### src/hw/merging_fifo_cfg.svh
//--------------------------------------
// Merging FIFO configuration
// Depth, word width, almost-full level and
// repeat-count width of the merging FIFO
//--------------------------------------
`ifndef MERGING_FIFO_CFG_SVH
`define MERGING_FIFO_CFG_SVH
`default_nettype none

`define MF_DEPTH        8
`define MF_DATA_WIDTH   8
`define MF_THRESHOLD    6
// Two bits let one entry stand for up to three equal pushes
`define MF_MATCH_WIDTH  2

`default_nettype wire
`endif

### src/hw/merging_fifo_pkg.sv
//--------------------------------------
// Merging FIFO types
// Data, pointer, count, status and storage
// control types shared by all blocks
//--------------------------------------
`include "merging_fifo_cfg.svh"
`default_nettype none

package merging_fifo_pkg;
  typedef logic [`MF_DATA_WIDTH-1:0]      data_t;
  typedef logic [$clog2(`MF_DEPTH-1)-1:0] ram_ptr_t;
  typedef logic [$clog2(`MF_DEPTH)-1:0]   slot_ptr_t;
  typedef logic [$clog2(`MF_DEPTH+1)-1:0] count_t;
  typedef logic [`MF_MATCH_WIDTH-1:0]     match_t;

  typedef struct packed {
    logic empty;
    logic almost_full;
    logic full;
  } fifo_status_t;

  typedef struct packed {
    ram_ptr_t write_ptr;
    logic     write_to_head;
    logic     write_to_ram;
    ram_ptr_t read_ptr;
    logic     read_from_ram;
  } storage_ctrl_t;
endpackage

`default_nettype wire

### src/hw/merging_fifo_controller.sv
//--------------------------------------
// Merging FIFO controller
// Entry count, registered flags, write steering,
// array pointers and per-entry repeat counts
//--------------------------------------
`include "merging_fifo_cfg.svh"
`default_nettype none

module merging_fifo_controller (
  input  var logic                          i_clk,
  input  var logic                          i_rst_n,
  input  var logic                          i_clear,
  input  var logic                          i_push,
  input  var merging_fifo_pkg::data_t       i_data,
  input  var logic                          i_pop,
  output var merging_fifo_pkg::fifo_status_t  o_status,
  output var merging_fifo_pkg::count_t        o_word_count,
  output var merging_fifo_pkg::storage_ctrl_t o_ctrl
);
  import merging_fifo_pkg::*;

  fifo_status_t         status_q;
  fifo_status_t         status_next;
  count_t               word_count;
  count_t               word_count_next;
  logic                 pop_any;
  logic                 pop;
  logic                 push;
  logic                 merge;
  logic                 match_data;
  logic                 last_pop;
  logic                 count_eq_1;
  logic                 count_eq_2;
  logic                 count_ge_2;
  logic                 write_to_head;
  logic                 write_to_ram;
  logic                 read_from_ram;
  logic                 ram_empty_next;
  ram_ptr_t             ram_wr_ptr;
  ram_ptr_t             ram_rd_ptr;
  slot_ptr_t            slot_wr_ptr;
  slot_ptr_t            slot_rd_ptr;
  slot_ptr_t            slot_newest;
  data_t                last_data;
  match_t [`MF_DEPTH-1:0] repeat_count;

  function automatic ram_ptr_t next_ram_ptr(ram_ptr_t ptr);
    if (ptr == ram_ptr_t'(`MF_DEPTH - 2)) begin
      return '0;
    end
    return ptr + ram_ptr_t'(1);
  endfunction

  function automatic slot_ptr_t next_slot_ptr(slot_ptr_t ptr);
    if (ptr == slot_ptr_t'(`MF_DEPTH - 1)) begin
      return '0;
    end
    return ptr + slot_ptr_t'(1);
  endfunction

  // A pop always lowers the oldest count, but the entry only leaves
  // when that count is down to one
  always_comb begin
    pop_any  = i_pop && !status_q.empty;
    last_pop = repeat_count[slot_rd_ptr] == match_t'(1);
    pop      = pop_any && last_pop;
  end

  // The newest entry sits one slot behind the write slot
  always_comb begin
    if (slot_wr_ptr == '0) begin
      slot_newest = slot_ptr_t'(`MF_DEPTH - 1);
    end else begin
      slot_newest = slot_wr_ptr - slot_ptr_t'(1);
    end
  end

  // No merge into an entry that leaves in this same cycle
  always_comb begin
    match_data = !status_q.empty && (i_data == last_data) &&
                 (repeat_count[slot_newest] != '1) && !(pop && count_eq_1);
    merge      = i_push && match_data;
    push       = i_push && !status_q.full && !match_data;
  end

  always_comb begin
    case ({push, pop})
      2'b10:   word_count_next = word_count + count_t'(1);
      2'b01:   word_count_next = word_count - count_t'(1);
      default: word_count_next = word_count;
    endcase
  end

  always_comb begin
    count_eq_1 = word_count == count_t'(1);
    count_eq_2 = word_count == count_t'(2);
    count_ge_2 = word_count >= count_t'(2);
  end

  always_ff @(posedge i_clk or negedge i_rst_n) begin
    if (!i_rst_n) begin
      word_count <= '0;
    end else if (i_clear) begin
      word_count <= '0;
    end else if (push || pop) begin
      word_count <= word_count_next;
    end
  end

  always_comb begin
    status_next.empty       = word_count_next == '0;
    status_next.almost_full = word_count_next >= count_t'(`MF_THRESHOLD);
    status_next.full        = word_count_next >= count_t'(`MF_DEPTH);
  end

  always_ff @(posedge i_clk or negedge i_rst_n) begin
    if (!i_rst_n) begin
      status_q <= '{empty: 1'b1, default: 1'b0};
    end else if (i_clear) begin
      status_q <= '{empty: 1'b1, default: 1'b0};
    end else if (push || pop) begin
      status_q <= status_next;
    end
  end

  // Full is dropped at once when the push folds into the newest entry
  always_comb begin
    o_status.empty       = status_q.empty;
    o_status.almost_full = status_q.almost_full;
    o_status.full        = status_q.full && !match_data;
    o_word_count         = word_count;
  end

  // The head register takes the push when it would otherwise be empty
  always_comb begin
    write_to_head  = push && (status_q.empty || (count_eq_1 && pop));
    write_to_ram   = push && ((count_eq_1 && !pop) || count_ge_2);
    read_from_ram  = pop && count_ge_2;
    ram_empty_next = read_from_ram && !write_to_ram && count_eq_2;
  end

  always_ff @(posedge i_clk or negedge i_rst_n) begin
    if (!i_rst_n) begin
      ram_wr_ptr <= '0;
      ram_rd_ptr <= '0;
    end else if (i_clear) begin
      ram_wr_ptr <= '0;
      ram_rd_ptr <= '0;
    end else if (ram_empty_next) begin
      // Array drains, so both pointers meet on the read slot
      ram_wr_ptr <= ram_rd_ptr;
    end else begin
      if (write_to_ram) begin
        ram_wr_ptr <= next_ram_ptr(ram_wr_ptr);
      end
      if (read_from_ram) begin
        ram_rd_ptr <= next_ram_ptr(ram_rd_ptr);
      end
    end
  end

  always_comb begin
    o_ctrl.write_ptr     = ram_wr_ptr;
    o_ctrl.write_to_head = write_to_head;
    o_ctrl.write_to_ram  = write_to_ram;
    o_ctrl.read_ptr      = ram_rd_ptr;
    o_ctrl.read_from_ram = read_from_ram;
  end

  always_ff @(posedge i_clk or negedge i_rst_n) begin
    if (!i_rst_n) begin
      slot_wr_ptr <= '0;
      slot_rd_ptr <= '0;
    end else if (i_clear) begin
      slot_wr_ptr <= '0;
      slot_rd_ptr <= '0;
    end else begin
      if (push) begin
        slot_wr_ptr <= next_slot_ptr(slot_wr_ptr);
      end
      if (pop) begin
        slot_rd_ptr <= next_slot_ptr(slot_rd_ptr);
      end
    end
  end

  always_ff @(posedge i_clk) begin
    if (push) begin
      last_data <= i_data;
    end
  end

  for (genvar i = 0; i < `MF_DEPTH; i++) begin : g_repeat
    logic load;
    logic inc;
    logic dec;

    always_comb begin
      load = push && (slot_wr_ptr == slot_ptr_t'(i));
      inc  = merge && (slot_newest == slot_ptr_t'(i));
      dec  = pop_any && (slot_rd_ptr == slot_ptr_t'(i));
    end

    // A merge and a pop on the same entry cancel out
    always_ff @(posedge i_clk or negedge i_rst_n) begin
      if (!i_rst_n) begin
        repeat_count[i] <= '0;
      end else if (i_clear) begin
        repeat_count[i] <= '0;
      end else if (load) begin
        repeat_count[i] <= match_t'(1);
      end else if (inc && !dec) begin
        repeat_count[i] <= repeat_count[i] + match_t'(1);
      end else if (dec && !inc) begin
        repeat_count[i] <= repeat_count[i] - match_t'(1);
      end
    end
  end

  a_single_write: assert property (
    @(posedge i_clk) disable iff (!i_rst_n) !(write_to_head && write_to_ram));

  a_count_range: assert property (
    @(posedge i_clk) disable iff (!i_rst_n) word_count <= count_t'(`MF_DEPTH));

  // The registered empty flag must agree with the live count
  a_no_pop_empty: assert property (
    @(posedge i_clk) disable iff (!i_rst_n) pop_any |-> (word_count != '0));
endmodule

`default_nettype wire

### src/hw/merging_fifo_storage.sv
//--------------------------------------
// Merging FIFO storage
// DEPTH-1 word array, one write port and
// one combinational read port
//--------------------------------------
`include "merging_fifo_cfg.svh"
`default_nettype none

module merging_fifo_storage (
  input  var logic                            i_clk,
  input  var merging_fifo_pkg::storage_ctrl_t i_ctrl,
  input  var merging_fifo_pkg::data_t         i_data,
  output var merging_fifo_pkg::data_t         o_rd_data
);
  import merging_fifo_pkg::*;

  // The head register holds one entry, so the array needs one less
  data_t mem [`MF_DEPTH-1];

  always_ff @(posedge i_clk) begin
    if (i_ctrl.write_to_ram) begin
      mem[i_ctrl.write_ptr] <= i_data;
    end
  end

  always_comb begin
    o_rd_data = mem[i_ctrl.read_ptr];
  end

  // Pointers wrap in the controller at the last word
  a_ptr_range: assert property (
    @(posedge i_clk)
      (i_ctrl.write_ptr <= ram_ptr_t'(`MF_DEPTH - 2)) &&
      (i_ctrl.read_ptr <= ram_ptr_t'(`MF_DEPTH - 2)));
endmodule

`default_nettype wire

### src/hw/merging_fifo_head.sv
//--------------------------------------
// Merging FIFO head register
// Holds the word at the head of the FIFO
//--------------------------------------
`default_nettype none

module merging_fifo_head (
  input  var logic                            i_clk,
  input  var logic                            i_rst_n,
  input  var merging_fifo_pkg::storage_ctrl_t i_ctrl,
  input  var merging_fifo_pkg::data_t         i_data,
  input  var merging_fifo_pkg::data_t         i_rd_data,
  output var merging_fifo_pkg::data_t         o_data
);
  import merging_fifo_pkg::*;

  data_t head_q;

  // Push data goes straight in when the FIFO is nearly empty,
  // otherwise the next word comes up from the array
  always_ff @(posedge i_clk) begin
    if (i_ctrl.write_to_head) begin
      head_q <= i_data;
    end else if (i_ctrl.read_from_ram) begin
      head_q <= i_rd_data;
    end
  end

  always_comb begin
    o_data = head_q;
  end

  // The controller never refills the head from both sources at once
  a_one_source: assert property (
    @(posedge i_clk) disable iff (!i_rst_n)
      !(i_ctrl.write_to_head && i_ctrl.read_from_ram));
endmodule

`default_nettype wire

### src/hw/merging_fifo.sv
//--------------------------------------
// Merging FIFO top level
// Show-ahead FIFO that folds equal pushes
// into one entry with a repeat count
//--------------------------------------
`default_nettype none

module merging_fifo (
  input  var logic                           i_clk,
  input  var logic                           i_rst_n,
  input  var logic                           i_clear,
  input  var logic                           i_push,
  input  var merging_fifo_pkg::data_t        i_data,
  input  var logic                           i_pop,
  output var merging_fifo_pkg::data_t        o_data,
  output var merging_fifo_pkg::fifo_status_t o_status,
  output var merging_fifo_pkg::count_t       o_word_count
);
  import merging_fifo_pkg::*;

  storage_ctrl_t ctrl;
  data_t         rd_data;

  merging_fifo_controller controller_inst (
    .i_clk        (i_clk),
    .i_rst_n      (i_rst_n),
    .i_clear      (i_clear),
    .i_push       (i_push),
    .i_data       (i_data),
    .i_pop        (i_pop),
    .o_status     (o_status),
    .o_word_count (o_word_count),
    .o_ctrl       (ctrl)
  );

  merging_fifo_storage storage_inst (
    .i_clk     (i_clk),
    .i_ctrl    (ctrl),
    .i_data    (i_data),
    .o_rd_data (rd_data)
  );

  merging_fifo_head head_inst (
    .i_clk     (i_clk),
    .i_rst_n   (i_rst_n),
    .i_ctrl    (ctrl),
    .i_data    (i_data),
    .i_rd_data (rd_data),
    .o_data    (o_data)
  );
endmodule

`default_nettype wire

### config.mk
export PLATFORM = sky130hd
export DESIGN_NAME = merging_fifo
export DESIGN_NICKNAME = d
export VERILOG_FILES = /design/src/hw/merging_fifo_pkg.sv /design/src/hw/merging_fifo_controller.sv /design/src/hw/merging_fifo_storage.sv /design/src/hw/merging_fifo_head.sv /design/src/hw/merging_fifo.sv
export VERILOG_INCLUDE_DIRS = /design/src /design/src/hw
export SDC_FILE = /design/constraint.sdc
export NUM_CORES = 1
export LEC_CHECK = 0
export BUFFER_PORTS_ARGS = -buffer_cell sky130_fd_sc_hd__buf_2
export CAP_MARGIN = 30
export CORE_ASPECT_RATIO = 0.6
export CORE_MARGIN = 1.5
export CORE_UTILIZATION = 55
export DETAILED_ROUTE_END_ITERATION = 6
export PLACE_DENSITY = 0.73
export SKIP_CTS_REPAIR_TIMING = 1
export SYNTH_ARGS = -nofsm -noshare
export SYNTH_HDL_FRONTEND = slang
export SYNTH_SLANG_ARGS = --single-unit
### constraint.sdc
create_clock -name i_clk -period 5.3 [get_ports i_clk]
set_input_delay 0.795 -clock i_clk [delete_from_list [all_inputs] [get_ports i_clk]]
set_output_delay 0.795 -clock i_clk [all_outputs]
set_load 0.03 [all_outputs]
==> run_results.csv <==
group,metric,value,unit
floorplanning,coreArea,9950,um2
drt,viasPerCell,6.22,
drt,vias,3979,
grt,antenna_found_initial,0,
logic_synthesis,synth_nets,514,
layout,layout.cells.non_filler,640,
sta,min_period,4270,ps
layout,stdcell_area,6260,um2
floorplanning,die_y,81.8,um
layout,nets,534,
logic_synthesis,yosysUniqueCellTypes,64,
drt,drc,0,
grt,grt_use_total,0.249,
placement,dp.cells,624,
setup_path,arrival,4560,ps
grt,grt_pass1_vias,3696,
logic_synthesis,ys_seq_area_frac,0.534,
placement,post-dp-hpwl,8800,um
setup_path,reg2regPathDepth,16,
logic_synthesis,yosysTopAreaCellShare,0.380,
placement,dpl_cell_area,5930,um2
layout,area_growth,9.96,%
setup_path,crit-reg2reg-launch,"controller_inst.slot_wr_ptr[0]",
layout,drive_above_1_share,0.147,
setup_path,startpoint_type,"flip-flop",
logic_synthesis,synth_flop_cell,"edfxtp_1",
placement,port_buffers,27,
setup_path,end_kind,"flip-flop",
clocking,clock_latency,350,ps
drt,dr_wl_met3,1040,um
sta,setup_tns,0,ps
logic_synthesis,syn_area_per_cell,11.9,um2
sta,fin_crit_sh,0.805,
status,outcome,"complete, no violations",
sta,drv_slew,0,
sta,timing.slew.headroom,0.336,
logic_synthesis,synthTopCellsByArea,"edfxtp_1 (38%), dfrtp_1 (15%), mux2i_1 (6.5%)",
setup_path,r2r_slack,1030,ps
floorplanning,num_rows,28,
setup_path,path_max_fanout,20,
layout,fillers,782,
floorplanning,ioPinCount,28,
logic_synthesis,yosys_warnings,0,
power_and_ir_drop,ir_drop,0.200,mV
drt,first_pass_iters,5,
floorplanning,dieArea,11000,um2
setup_path,crit_path_max_incr_delay,550,ps
floorplanning,start_util,0.572,
logic_synthesis,yosysTopAreaCell,"edfxtp_1",
setup_path,worstSetupPathType,"flip-flop to flip-flop",
sta,worst_slew_pin_slew,996,ps
logic_synthesis,synth-seq-cells,107,
drt,post_drt_wl_per_cell,20.0,um
sta,hold_violations,0,
drt,met1Wirelength,6070,um
drt,detail-route-antenna-nets,0,
power_and_ir_drop,power.density,314,nW/um2
flow_run,drv_cap,0,
clocking,clkTransAtPathRegs,70,ps
setup_path,required,5600,ps
layout,multiInputGateArea,2450,um2
drt,route.met2.wl,5570,um
power_and_ir_drop,power_leakage,2.35,nW
min_path,hold_class,"input pin to asynchronous set/reset pin",
clocking,htree_levels,3,
drt,drt_first_iter_violations,540,
logic_synthesis,syn_inst,480,
setup_path,crit_slowest_cell,"dfrtp_1",
grt,grt_pass1_wl,20100,um
clocking,cts-root-buf,"clkbuf_16",
sta,fmax,0.234,GHz
clocking,clock-sinks,107,
clocking,cts_buffer_depth,2,
drt,top_layer,"met4",
clocking,numCtsBuffers,9,
sta,rsz0062_at_grt,"false",
logic_synthesis,netlist_area,5690,um2
grt,overflow,0,
sta,skew,11.3,ps
drt,routed_wirelength,12800,um
logic_synthesis,synth_edf_count,72,
logic_synthesis,async_reset_ff_frac,0.327,
layout,antennaDiodeCount,0,
setup_path,critPathCapture,"controller_inst.o_status[2]",
clocking,cts_tree,"done",
setup_path,cp-startpoint,"controller_inst.slot_wr_ptr[0]",
sta,finalSetupViolations,0,
floorplanning,fp.dieW,134,um
placement,gp_congestion,1.00,
grt,grt_max_degree,36,
setup_path,crit_chain,"inv_1 -> ha_1 -> or3_1 -> and2_4 -> nor4_1 -> o311ai_2 -> buf_4 -> o21ai_4 -> inv_2 -> ha_1 -> inv_1 -> o22ai_1 -> o21ai_0 -> o31ai_1 -> a2111oi_0 -> a221o_1",
layout,register_area,3040,um2
setup_path,reg2reg_to,"controller_inst.o_status[2]",
[synthesized netlist by cell type, types with 2 or more instances]
cell type	instances
mux2i_1	37
and2_1	7
o21ai_1	2
inv_1	20
buf_6	3
o311ai_0	5
a211oi_1	2
dfrtp_1	34
nor2_1	36
nor4b_1	2
o211ai_1	3
a21oi_1	31
and4_1	3
o21a_1	2
o22ai_1	2
o21ai_0	10
or3_1	2
ha_1	21
nor3_1	8
buf_1	2
nor4_1	4
o2111a_1	2
nand2_1	37
a221o_1	2
nand2b_1	5
nand3b_1	6
mux4_2	10
nor2b_1	13
clkbuf_1	16
buf_4	2
xnor2_1	3
a311o_1	5
a31oi_1	2
a211o_1	4
edfxtp_1	72
and3_1	2
nand3_1	16
buf_2	2
o2111ai_1	3
nor4_2	5
xor2_1	14
[cell type report]
cell class                      instances  share of cell area
Timing Repair Buffer                   34              0.0300
Inverter                               22              0.0132
Clock inverter                          7              0.0158
Tap cell                              135              0.0270
Clock buffer                            9              0.0360
Multi-Input combinational cell        326               0.392
Sequential cell                       107               0.486
[flip-flops by register name, summed over array words and instances, names as in the netlist]
| signal | flops |
|---|---|
| storage_inst.mem | 56 |
| controller_inst.repeat_count | 16 |
| controller_inst.last_data | 8 |
| head_inst.o_data | 8 |
| controller_inst.o_word_count | 4 |
| controller_inst.ram_rd_ptr | 3 |
| controller_inst.ram_wr_ptr | 3 |
| controller_inst.slot_rd_ptr | 3 |
| controller_inst.slot_wr_ptr | 3 |
| controller_inst.o_status | 2 |
| controller_inst.status_q | 1 |
[critical path: cells and delay by family (launching register included)]
| kind | cells | cell delay (ps) |
|---|---|---|
| AO/OA/AOI/OAI | 7 | 1550 |
| flip-flops | 1 | 550 |
| AND/OR/NAND/NOR | 3 | 940 |
| buffers and inverters | 4 | 560 |
| adder cells (fa/ha/maj) | 2 | 600 |
[how the worst min path moves through the flow]
stage                     slack (ps)                         from                         endpoint  cells past startpoint
after detailed placement         540  controller_inst.o_status[1]      controller_inst.o_status[1]                      2
after global routing             590  controller_inst.o_status[1]      controller_inst.o_status[1]                      2
after floorplan                  500                      i_rst_n      controller_inst.o_status[1]                      0
after CTS                        550  controller_inst.o_status[1]      controller_inst.o_status[1]                      2
after global placement           520  controller_inst.o_status[1]      controller_inst.o_status[1]                      2
final                            540                      i_rst_n  controller_inst.repeat_count[5]                      1
[through the flow]
step                      hold WS, ps  power [mW]   util  setup slack (ps)
after CTS                         547        1.97  0.629              1090
after global routing              592        2.03  0.629               686
final                             536        1.96  0.629              1030
after floorplan                   499        1.16      -              1570
after global placement            524        1.23  0.595              1280
after detailed placement          536        1.24  0.596              1120
[cells by family after synthesis]
| kind of cell | share of synthesized area |
|---|---|
| compound gates | 0.108 |
| simple gates | 0.144 |
| xor+xnor | 0.0262 |
| flops | 0.534 |
| fa+ha+maj | 0.0462 |
| mux | 0.105 |
| buf+inv | 0.0367 |
[per-layer routing]
layer	up-vias	GRT usage
met2	168	0.363
met3	16	0.0735
met4	0	0.0602
li1	1826	-
met1	1969	0.367
met5	-	0
[cells in the final DEF (no fill, tap or decap), types with 8 or more instances in the layout]
cell type and count:
nor2b_1 13, xor2_1 14, nor2_1 36, nand3_1 16, a21oi_1 31, edfxtp_1 72, nor3_1 8, dfrtp_1 34
mux4_2 10, inv_1 20, o21ai_0 10, ha_1 21, buf_2 27, mux2i_1 37, nand2_1 37, clkbuf_16 9
[power by group]
group          leakage [nW]  switching, mW  internal (mW)
sequential             1.14         0.0322          0.935
combinational          1.07          0.177         0.0861
clock                 0.152          0.314          0.418
(Power assumes the default switching activity.)
